==> config.mk <==
export PLATFORM = sky130hd
export DESIGN_NAME = cpu_decoder
export DESIGN_NICKNAME = d
export VERILOG_FILES = /design/src/decoder_pkg.sv /design/src/decode_if.sv /design/src/instr_decode.sv /design/src/micro_sequencer.sv /design/src/cpu_decoder.sv
export SDC_FILE = /design/constraint.sdc
export NUM_CORES = 1
export LEC_CHECK = 0
export BUFFER_PORTS_ARGS = -buffer_cell sky130_fd_sc_hd__buf_2
export CAP_MARGIN = 20
export CORE_UTILIZATION = 58
export CTS_CLUSTER_SIZE = 14
export DETAILED_ROUTE_END_ITERATION = 7
export HOLD_SLACK_MARGIN = 0.08
export PLACE_DENSITY = 0.9
export SYNTH_ARGS = -nofsm -noshare
export SYNTH_HDL_FRONTEND = slang
export SYNTH_SLANG_ARGS = --single-unit
==> constraint.sdc <==
create_clock -name clk -period 4.1 [get_ports clk]
set_clock_uncertainty 0.1 [all_clocks]
set_input_delay 0.82 -clock clk [delete_from_list [all_inputs] [get_ports clk]]
set_output_delay 0.82 -clock clk [all_outputs]
set_load 0.05 [all_outputs]
==> src/decoder_pkg.sv <==
// Widths, opcode field types and control enums for the 6502 control decoder
// Opcode bytes that the decode stage treats as special cases
`default_nettype none

package decoder_pkg;

        localparam int reg_w = 8;
        localparam int we_w  = 6;

        typedef logic [reg_w-1:0] byte_t;
        typedef logic [2:0]       op_group_t;
        typedef logic [1:0]       column_t;
        typedef logic [we_w-1:0]  we_t;

        // Opcode bits 4..2
        typedef enum logic [2:0] {
                am_x_ind   = 3'd0,
                am_zpg     = 3'd1,
                am_imm_acc = 3'd2,
                am_abs     = 3'd3,
                am_ind_y   = 3'd4,
                am_zpg_x   = 3'd5,
                am_abs_y   = 3'd6,
                am_abs_x   = 3'd7
        } addr_mode_t;

        typedef enum logic [2:0] {
                no_op,
                op_or,
                op_and,
                op_xor,
                op_sum,
                op_sr
        } alu_op_t;

        // Data sources seen by the ALU inputs and the destination registers
        typedef enum logic [3:0] {
                sel_acc,
                sel_x,
                sel_y,
                sel_sp,
                sel_mem,
                sel_imm,
                sel_alu,
                sel_zero,
                sel_ff
        } sel_t;

        typedef enum logic [2:0] {
                kind_move,
                kind_alu_reg,
                kind_alu_mem,
                kind_none
        } insn_kind_t;

        // Write-enable bit positions
        localparam int we_acc  = 0;
        localparam int we_x    = 1;
        localparam int we_y    = 2;
        localparam int we_sp   = 3;
        localparam int we_stat = 4;
        localparam int we_dout = 5;

        localparam int carry_bit = 0;

        localparam byte_t opc_inx     = 8'hE8;
        localparam byte_t opc_iny     = 8'hC8;
        localparam byte_t opc_dex     = 8'hCA;
        localparam byte_t opc_dey     = 8'h88;
        localparam byte_t opc_txa     = 8'h8A;
        localparam byte_t opc_tya     = 8'h98;
        localparam byte_t opc_txs     = 8'h9A;
        localparam byte_t opc_tsx     = 8'hBA;
        localparam byte_t opc_ldy_imm = 8'hA0;
        localparam byte_t opc_ldx_imm = 8'hA2;
        localparam byte_t opc_cpy_imm = 8'hC0;
        localparam byte_t opc_cpx_imm = 8'hE0;

endpackage

`default_nettype wire

==> src/decode_if.sv <==
// Decoded instruction bundle between the decode stage and the sequencer
`timescale 1ns/1ps
`default_nettype none

interface decode_if
        import decoder_pkg::*;
();
        logic       start;
        insn_kind_t kind;
        alu_op_t    alu_op;
        sel_t       alu0_sel;
        sel_t       alu1_sel;
        logic       use_status_carry;
        logic       fixed_carry;
        logic       invert_b;
        we_t        wb_we;
        sel_t       wb_sel;

        modport producer (
                output start, kind, alu_op, alu0_sel, alu1_sel,
                       use_status_carry, fixed_carry, invert_b, wb_we, wb_sel
        );

        modport consumer (
                input start, kind, alu_op, alu0_sel, alu1_sel,
                      use_status_carry, fixed_carry, invert_b, wb_we, wb_sel
        );

endinterface

`default_nettype wire

==> src/instr_decode.sv <==
// Opcode capture and classification into kind, ALU controls and writeback targets
`timescale 1ns/1ps
`default_nettype none

module instr_decode
        import decoder_pkg::*;
(
        input  logic       clk,
        input  logic       reset_n,
        input  logic       instruction_ready,
        input  logic       busy,
        input  byte_t      instruction_in,
        decode_if.producer dec
);

        logic       capture;
        op_group_t  aaa;
        addr_mode_t mode;
        column_t    cc;
        sel_t       opnd;
        logic       step_x;
        logic       step_up;

        insn_kind_t kind;
        alu_op_t    alu_op;
        sel_t       alu0_sel;
        sel_t       alu1_sel;
        logic       use_status_carry;
        logic       fixed_carry;
        logic       invert_b;
        we_t        wb_we;
        sel_t       wb_sel;

        assign capture = instruction_ready && !busy;
        assign aaa     = instruction_in[7:5];
        assign mode    = addr_mode_t'(instruction_in[4:2]);
        assign cc      = instruction_in[1:0];

        // Register steps, INX and DEX work on X, INX and INY count up
        assign step_x  = instruction_in inside {opc_inx, opc_dex};
        assign step_up = instruction_in inside {opc_inx, opc_iny};

        always_comb begin
                case (mode)
                        am_imm_acc: opnd = instruction_in[0] ? sel_imm : sel_acc;
                        // Immediate loads and compares of column 00/10 sit in this slot
                        am_x_ind: begin
                                if (instruction_in inside {opc_ldy_imm, opc_ldx_imm,
                                                           opc_cpy_imm, opc_cpx_imm})
                                        opnd = sel_imm;
                                else
                                        opnd = sel_mem;
                        end
                        default: opnd = sel_mem;
                endcase
        end

        always_comb begin
                kind             = kind_none;
                alu_op           = no_op;
                alu0_sel         = sel_acc;
                alu1_sel         = opnd;
                use_status_carry = 1'b0;
                fixed_carry      = 1'b0;
                invert_b         = 1'b0;
                wb_we            = '0;
                wb_sel           = opnd;

                case (instruction_in)
                        opc_inx, opc_iny, opc_dex, opc_dey: begin
                                kind        = kind_alu_reg;
                                alu_op      = op_sum;
                                alu0_sel    = step_x ? sel_x : sel_y;
                                alu1_sel    = step_up ? sel_zero : sel_ff;
                                fixed_carry = step_up;
                                wb_sel      = sel_alu;
                                wb_we[we_stat] = 1'b1;
                                if (step_x)
                                        wb_we[we_x] = 1'b1;
                                else
                                        wb_we[we_y] = 1'b1;
                        end
                        opc_txa, opc_tya: begin
                                kind          = kind_move;
                                wb_we[we_acc] = 1'b1;
                                wb_sel        = instruction_in[4] ? sel_y : sel_x;
                        end
                        opc_txs: begin
                                kind         = kind_move;
                                wb_we[we_sp] = 1'b1;
                                wb_sel       = sel_x;
                        end
                        opc_tsx: begin
                                kind        = kind_move;
                                wb_we[we_x] = 1'b1;
                                wb_sel      = sel_sp;
                        end
                        default: begin
                                case ({cc, aaa})
                                        // STA, no immediate form
                                        5'b01_100: if (mode != am_imm_acc) begin
                                                kind           = kind_move;
                                                wb_we[we_dout] = 1'b1;
                                                wb_sel         = sel_acc;
                                        end
                                        5'b01_101: begin
                                                kind          = kind_move;
                                                wb_we[we_acc] = 1'b1;
                                        end
                                        5'b01_000, 5'b01_001, 5'b01_010, 5'b01_011,
                                        5'b01_110, 5'b01_111: begin
                                                kind           = kind_alu_reg;
                                                wb_sel         = sel_alu;
                                                wb_we[we_stat] = 1'b1;
                                                wb_we[we_acc]  = (aaa != 3'd6);
                                                case (aaa)
                                                        3'd0: alu_op = op_or;
                                                        3'd1: alu_op = op_and;
                                                        3'd2: alu_op = op_xor;
                                                        default: alu_op = op_sum;
                                                endcase
                                                // SBC borrows through the status carry, CMP does not
                                                invert_b         = aaa[2];
                                                use_status_carry = (aaa == 3'd3) || (aaa == 3'd7);
                                                fixed_carry      = (aaa == 3'd6);
                                        end
                                        5'b10_000, 5'b10_001, 5'b10_010, 5'b10_011:
                                        if (mode == am_imm_acc) begin
                                                kind             = kind_alu_reg;
                                                alu_op           = aaa[1] ? op_sr : op_sum;
                                                alu1_sel         = sel_acc;
                                                use_status_carry = aaa[0];
                                                wb_sel           = sel_alu;
                                                wb_we[we_acc]    = 1'b1;
                                                wb_we[we_stat]   = 1'b1;
                                        end
                                        5'b10_100, 5'b00_100:
                                        if (mode inside {am_zpg, am_abs, am_zpg_x}) begin
                                                kind           = kind_move;
                                                wb_we[we_dout] = 1'b1;
                                                wb_sel         = cc[1] ? sel_x : sel_y;
                                        end
                                        5'b10_101, 5'b00_101:
                                        if (!(mode inside {am_ind_y, am_abs_y})) begin
                                                kind = kind_move;
                                                if (cc[1])
                                                        wb_we[we_x] = 1'b1;
                                                else
                                                        wb_we[we_y] = 1'b1;
                                        end
                                        // DEC and INC on memory
                                        5'b10_110, 5'b10_111:
                                        if (mode inside {am_zpg, am_abs, am_zpg_x, am_abs_x}) begin
                                                kind           = kind_alu_mem;
                                                alu_op         = op_sum;
                                                alu0_sel       = sel_mem;
                                                alu1_sel       = aaa[0] ? sel_zero : sel_ff;
                                                fixed_carry    = aaa[0];
                                                wb_sel         = sel_alu;
                                                wb_we[we_dout] = 1'b1;
                                                wb_we[we_stat] = 1'b1;
                                        end
                                        // CPY and CPX
                                        5'b00_110, 5'b00_111:
                                        if (mode inside {am_x_ind, am_zpg, am_abs}) begin
                                                kind           = kind_alu_reg;
                                                alu_op         = op_sum;
                                                alu0_sel       = aaa[0] ? sel_x : sel_y;
                                                invert_b       = 1'b1;
                                                fixed_carry    = 1'b1;
                                                wb_sel         = sel_alu;
                                                wb_we[we_stat] = 1'b1;
                                        end
                                        default: ;
                                endcase
                        end
                endcase
        end

        always_ff @(posedge clk) begin
                if (!reset_n)
                        dec.start <= 1'b0;
                else
                        dec.start <= capture;
        end

        always_ff @(posedge clk) begin
                if (capture) begin
                        dec.kind             <= kind;
                        dec.alu_op           <= alu_op;
                        dec.alu0_sel         <= alu0_sel;
                        dec.alu1_sel         <= alu1_sel;
                        dec.use_status_carry <= use_status_carry;
                        dec.fixed_carry      <= fixed_carry;
                        dec.invert_b         <= invert_b;
                        dec.wb_we            <= wb_we;
                        dec.wb_sel           <= wb_sel;
                end
        end

endmodule

`default_nettype wire

==> src/micro_sequencer.sv <==
// Issue and writeback FSM, ALU wait and destination selector registers
`timescale 1ns/1ps
`default_nettype none

module micro_sequencer
        import decoder_pkg::*;
(
        input  logic       clk,
        input  logic       reset_n,
        input  logic       alu_done,
        input  byte_t      status_in,
        decode_if.consumer dec,
        output logic       busy,
        output logic       instruction_done,
        output logic       carry_in,
        output logic       invert_alu_b,
        output alu_op_t    opp,
        output we_t        we,
        output sel_t       alu0_selector,
        output sel_t       alu1_selector,
        output sel_t       add_selector,
        output sel_t       x_selector,
        output sel_t       y_selector,
        output sel_t       sp_selector,
        output sel_t       mem_selector
);

        typedef enum logic [1:0] {
                st_idle,
                st_wait_alu,
                st_writeback
        } state_t;

        state_t state;
        logic   alu_kind;
        logic   issue;
        logic   wb_fire;

        assign alu_kind = dec.kind inside {kind_alu_reg, kind_alu_mem};
        assign issue    = dec.start && alu_kind;

        // Moves finish right at start, ALU work once the ALU reports done
        assign wb_fire = (dec.start && !alu_kind) || (state == st_wait_alu && alu_done);

        assign busy = dec.start || (state == st_wait_alu);

        always_ff @(posedge clk) begin
                if (!reset_n) begin
                        state            <= st_idle;
                        opp              <= no_op;
                        carry_in         <= 1'b0;
                        invert_alu_b     <= 1'b0;
                        we               <= '0;
                        instruction_done <= 1'b0;
                end else begin
                        we               <= wb_fire ? dec.wb_we : '0;
                        instruction_done <= wb_fire;
                        case (state)
                                st_wait_alu: begin
                                        if (alu_done) begin
                                                state        <= st_writeback;
                                                opp          <= no_op;
                                                carry_in     <= 1'b0;
                                                invert_alu_b <= 1'b0;
                                        end
                                end
                                default: begin
                                        if (issue) begin
                                                state        <= st_wait_alu;
                                                opp          <= dec.alu_op;
                                                invert_alu_b <= dec.invert_b;
                                                if (dec.use_status_carry)
                                                        carry_in <= status_in[carry_bit];
                                                else
                                                        carry_in <= dec.fixed_carry;
                                        end else if (wb_fire) begin
                                                state <= st_writeback;
                                        end else begin
                                                state <= st_idle;
                                        end
                                end
                        endcase
                end
        end

        // Selectors keep their last value between uses
        always_ff @(posedge clk) begin
                if (issue) begin
                        alu0_selector <= dec.alu0_sel;
                        alu1_selector <= dec.alu1_sel;
                end
                if (wb_fire) begin
                        if (dec.wb_we[we_acc])
                                add_selector <= dec.wb_sel;
                        if (dec.wb_we[we_x])
                                x_selector <= dec.wb_sel;
                        if (dec.wb_we[we_y])
                                y_selector <= dec.wb_sel;
                        if (dec.wb_we[we_sp])
                                sp_selector <= dec.wb_sel;
                        if (dec.wb_we[we_dout])
                                mem_selector <= dec.wb_sel;
                end
        end

endmodule

`default_nettype wire

==> src/cpu_decoder.sv <==
// Top level of the 6502 control decoder, decode stage plus sequencer
`timescale 1ns/1ps
`default_nettype none

module cpu_decoder
        import decoder_pkg::*;
(
        input  logic    clk,
        input  logic    reset_n,
        input  logic    instruction_ready,
        input  logic    alu_done,
        input  byte_t   instruction_in,
        input  byte_t   status_in,
        output alu_op_t opp,
        output logic    carry_in,
        output logic    invert_alu_b,
        output logic    instruction_done,
        output we_t     we,
        output sel_t    alu0_selector,
        output sel_t    alu1_selector,
        output sel_t    add_selector,
        output sel_t    x_selector,
        output sel_t    y_selector,
        output sel_t    sp_selector,
        output sel_t    mem_selector
);

        logic busy;

        decode_if dec_bus ();

        instr_decode u_decode (
                .clk               (clk),
                .reset_n           (reset_n),
                .instruction_ready (instruction_ready),
                .busy              (busy),
                .instruction_in    (instruction_in),
                .dec               (dec_bus)
        );

        micro_sequencer u_seq (
                .clk              (clk),
                .reset_n          (reset_n),
                .alu_done         (alu_done),
                .status_in        (status_in),
                .dec              (dec_bus),
                .busy             (busy),
                .instruction_done (instruction_done),
                .carry_in         (carry_in),
                .invert_alu_b     (invert_alu_b),
                .opp              (opp),
                .we               (we),
                .alu0_selector    (alu0_selector),
                .alu1_selector    (alu1_selector),
                .add_selector     (add_selector),
                .x_selector       (x_selector),
                .y_selector       (y_selector),
                .sp_selector      (sp_selector),
                .mem_selector     (mem_selector)
        );

endmodule

`default_nettype wire

Yosys cells after proc, flatten, opt, wreduce, memory -nomap -nowiden --
Index checks and enable logic that the tools add are counted.
Cells by class: equal/unequal tests 50, multiplexer cells 77, reductions and logical operators 39
Operator list (number):
- equality test 8 bit (second input constant) | 12
- equality test 5 x 4 -> 1 bit (second input constant) | 8
- equality test 5 bit (second input constant) | 8
- two-way mux 4 bit | 10
- one-hot mux 4 bit (2 select lines) | 5
- two-way mux 2 bit | 16
- two-way mux 3 bit | 8
- one-hot mux 3 bit (8 select lines) | 1
- one-hot mux 4 bit (6 select lines) | 1
- equality test 5 x 3 -> 1 bit (second input constant) | 4
- two-way mux 1 bit | 20
- equality test 3 bit (second input constant) | 6
- one-hot mux 4 bit (4 select lines) | 1
- equality test 3 x 2 -> 1 bit (second input constant) | 5
- AND reduction 2 bit | 7
- one-hot mux 1 bit (2 select lines) | 6
- one-hot mux 1 bit (3 select lines) | 4
- one-hot mux 3 bit (2 select lines) | 2
- one-hot mux 3 bit (4 select lines) | 1
- OR reduction 4 bit | 3
- OR reduction 6 bit | 2
- nonzero test 2 bit | 5
- OR reduction 2 bit | 5
- equality test 3 x 1 -> 1 bit (second input constant) | 3
- 14 further kinds | 23
Storage, ports and cells: register bits 70, bits of input ports 20, output and inout bits 40

Longest topological paths before layout --
depth after elaboration 8, depth in mapped cells 6, mapped depth without buffers 4

Cells and area by module --
Synthesis repeated with hierarchy kept, for this count alone.
Unflattened totals: cell total of the unflattened synthesis 258, area, all modules 2971.6 um^2
Modules (own cells, without submodules):
- instr_decode | times used 1, cells an instance 162, area each 1529.0 um^2, seq. area each 740.7 um^2
- micro_sequencer | times used 1, cells an instance 96, area each 1442.6 um^2, seq. area each 1121.1 um^2

Worst setup path before layout --
No wires, ideal clock.
path type input -> register, start in instruction_in[2], end reg u_decode.dec.wb_we[2] in the netlist's numbering, data pin, library setup time 0.190 ns, arrival time 1.896 ns, data required time 3.810 ns, slack 1.913 ns, stages 5, cell sequence buf_2 > nand2b_4 > buf_2 > or3_1 > a2111oi_2
Between the ends: longest elaborated chain between the ends 5
RTL lines:
- from (decl) | RTL line cpu_decoder.sv:12 | input byte_t instruction_in,
- equality test 3 bit | RTL line instr_decode.sv:144 | if (!(mode inside {am_ind_y, am_abs_y})) begin
- nonzero test 2 bit | RTL line instr_decode.sv:144
- two-way mux 2 bit | RTL line instr_decode.sv:144
- two-way mux 2 bit | RTL line instr_decode.sv:99 | case ({cc, aaa})
- one-hot mux 1 bit (2 select lines) * | RTL line instr_decode.sv:69 | case (instruction_in)
- net u_decode.wb_we[2] | RTL line instr_decode.sv:31 | we_t wb_we;
- to (decl) | RTL line decode_if.sv:21 | use_status_carry, fixed_carry, invert_b, wb_we, wb_sel
Mark *: on every way through the listed nets, which the timed path passes. The rest lies on a longest branch. A chain may end at the register's enable or synchronous reset.

Worst setup path in the final report --
start in instruction_in[0], end reg u_decode.dec.kind[1], data pin
Between the ends: longest elaborated chain between the ends 4
RTL lines:
- equality test 5 x 4 -> 1 bit (tied with other cells) | RTL line instr_decode.sv:99
- OR reduction 6 bit (tied with other cells) | RTL line instr_decode.sv:99
- one-hot mux 3 bit (8 select lines) | RTL line instr_decode.sv:99
- one-hot mux 3 bit (2 select lines) * | RTL line instr_decode.sv:69
- net u_decode.kind[1] | RTL line instr_decode.sv:24 | insn_kind_t kind;
- to (decl) | RTL line decode_if.sv:20 | output start, kind, alu_op, alu0_sel, alu1_sel,
Marked as above.

==> run_results.csv <==
group,metric,value,unit
min_path,min_path_type,"flip-flop to flip-flop",
synth,synth_top_cell_area_share,0.489,
drt,drt-total-wl,5.26,mm
setup_path,crit_buf_inv,1,
finish,regArea,1680,um^2
setup_path,path_cells,"buf_2, nor4b_1, o2111ai_2, o41ai_1, a21oi_1",
synth,synth_edf_count,46,
synth,ys_seq_area_frac,0.595,
timing,max_freq,439,MHz
drt,drtIter0Drc,127,
grt,grt_pass1_vias,1752,
cts,clk_pin_slew,60,ps
placement,dpl.hpwl,3.49,mm
drt,vias,2007,
cts,cts_resized,0,
cts,cts-root-buf,"clkbuf_8",
setup_path,critPathKind,"input pin to flip-flop",
finish,nets,301,
cts,cts-hold-fix-buffers,0,
job,cap_violations,0,
synth,async_reset_ff_frac,0,
synth,yosys_warnings,0,
cts,cts_buffers,9,
grt,globalRouteMet3Util,0.0577,
finish,finalInstanceArea,3250,um^2
finish,syn_to_final_growth,15.1,%
timing,fin_crit_sh,0.555,
finish,stdcell_count,340,
floorplanning,start_util,0.602,
drt,drc,0,
setup_path,critPathMaxStageDelay,620,ps
timing,relSlewSlack,0.296,
setup_path,critical-path-top-delay-family,"simple AND/OR/NAND/NOR gates",
grt,top_usage_layer,"met2",
synth,synth.lib_cells_used.distinct,54,
synth,syn-instance-count,240,
power_and_ir_drop,total_power,1.51,mW
synth,synth_top_area_cell,"edfxtp_1",
synth,avgSynthCellArea,11.8,um^2
floorplanning,rows,25,
grt,met1_usage,0.289,
setup_path,slowest_stage,"nor4b_1",
grt,grt_overflow,0,
timing,rsz0062_at_grt,"no",
placement,post_dp_cell_area,3020,um^2
floorplanning,die_h,71.8,um
finish,layout-drive-gt1-share,0.248,
power_and_ir_drop,p_leak,1.27,nW
timing,worst_slew_pin_slew,1060,ps
cts,cts_tree,"yes",
floorplanning,core,4690,um^2
setup_path,required,4070,ps
placement,dp_cells,324,
run_status,outcome,"completed",
finish,fillers,325,
timing,setup_tns,0,ps
floorplanning,io_pins,60,
drt,first_pass_iters,5,
timing,slew_viol_final,0,
timing,period_needed,2280,ps
grt,grt_max_degree,27,
synth,netlist_area,2830,um^2
synth,ys.flop_type,"edfxtp_1",
drt,vias_per_cell,5.90,
drt,wire_per_inst,15.5,um
placement,io_buffers,46,
grt,grt_pass1_wl,8.45,mm
power_and_ir_drop,max-vdd-ir-drop,0.000234,V
grt,use_met2,0.340,
timing,finalSetupViolCount,0,
setup_path,end_kind,"flip-flop",
finish,multi_input_area,1020,um^2
power_and_ir_drop,p_per_area,464,nW/um^2
placement,globalplace.congestion,0.906,
timing,hold_slack,318,ps
grt,grtUsageTotal,0.221,
cts,post_cts_buffers,0,
cts,cts_max_level,3,
timing,finalHoldViolations,0,
cts,clk_path_buf_depth,2,
cts,cts.sinks,61,
setup_path,start_kind,"input pin",
cts,clk_latency,330,ps
setup_path,arrival,2240,ps
synth,ys_ff_latch,61,
synth,netlist_top_cells_area,"edfxtp_1, dfxtp_1, nor2b_1",
finish,antenna_cells,0,
floorplanning,dieArea,5160,um^2
grt,antenna_found_initial,0,
floorplanning,fp.dieW,71.8,um
setup_path,crit_path_max_fanout,26,
drt,ant_nets,0,
layer usage:
layer,wire length [um],share of wire,vias to the layer above
li1,-,-,956
met4,70,0.013,0
met2,2540,0.48,109
met1,2230,0.42,935
met5,0,0,-
met3,415,0.079,7
cell families after synthesis:
group                  Yosys count  synth area share
AO/OA/AOI/OAI                   48             0.127
XOR/XNOR                         4            0.0124
buffers and inverters           27            0.0509
flip-flops                      61             0.595
multiplexers                     7            0.0248
other                            1           0.00133
AND/OR/NAND/NOR                 92             0.189
path summary, 6_finish.rpt:
kind | start | end | slack, ps | cells after the start
min reg2reg | u_decode.dec.alu0_sel[2] | u_seq.alu0_selector[2] | 320 | 0
max reg2reg | u_decode.dec.kind[1] | u_seq.we[1] | 2140 | 4
max | instruction_in[0] | u_decode.dec.kind[1] | 1820 | 5
min | u_decode.dec.alu0_sel[2] | u_seq.alu0_selector[2] | 320 | 0
cell type report:
type,count,area share
Sequential cell,61,0.517
Tap cell,54,0.0208
Timing Repair Buffer,46,0.0708
Multi-Input combinational cell,157,0.314
Inverter,6,0.00693
Clock buffer,11,0.0404
Clock inverter,5,0.0304
state kept, by name, summed over array words and instances (netlist names), 3 cells and up:
signal                 flops
u_decode.dec.wb_we         6
u_seq.we                   6
u_decode.dec.alu1_sel      4
u_seq.alu1_selector        4
u_decode.dec.alu0_sel      3
u_decode.dec.alu_op        3
u_decode.dec.wb_sel        3
u_seq.add_selector         3
u_seq.alu0_selector        3
u_seq.mem_selector         3
u_seq.opp                  3
u_seq.sp_selector          3
u_seq.x_selector           3
u_seq.y_selector           3
where the power goes:
| group | leakage (nW) | internal [mW] | switching (mW) |
|---|---|---|---|
| logic | 0.600 | 0.0489 | 0.130 |
| clock network | 0.115 | 0.401 | 0.214 |
| registers | 0.554 | 0.703 | 0.0115 |
| total | 1.27 | 1.15 | 0.355 |
through the flow:
step                       util  worst slack (ps)
after floorplan               -              1910
after global placement    0.644              1540
after detailed placement  0.644              1480
after CTS                 0.693              1840
after global routing      0.693              1690
final                     0.693              1820
synth_stat cells, types with 4 or more instances:
| library cell | instances |
|---|---|
| and2_1 | 13 |
| dfxtp_1 | 15 |
| nor2b_1 | 17 |
| a21oi_1 | 12 |
| edfxtp_1 | 46 |
| or3_1 | 4 |
| nor3_1 | 5 |
| inv_1 | 5 |
| nor2_1 | 8 |
| nand2b_1 | 8 |
| buf_4 | 6 |
| buf_2 | 10 |
| o211ai_1 | 4 |
| nand3b_1 | 4 |
| nand3_1 | 6 |
| mux2i_1 | 7 |
| nand2_1 | 13 |
| o21ai_0 | 6 |
| nor4_1 | 4 |
layout by cell type, fill, tap and decap left out, types with 6 or more instances in the layout:
master,n
buf_2,46
edfxtp_1,46
nor2b_1,17
dfxtp_1,15
nand2_1,13
and2_1,13
a21oi_1,12
clkbuf_8,9
nand2b_1,8
nor2_1,8
mux2i_1,7
nand3_1,6
o21ai_0,6
conb_1,6
No activity file was read; power rests on OpenSTA's default activity.
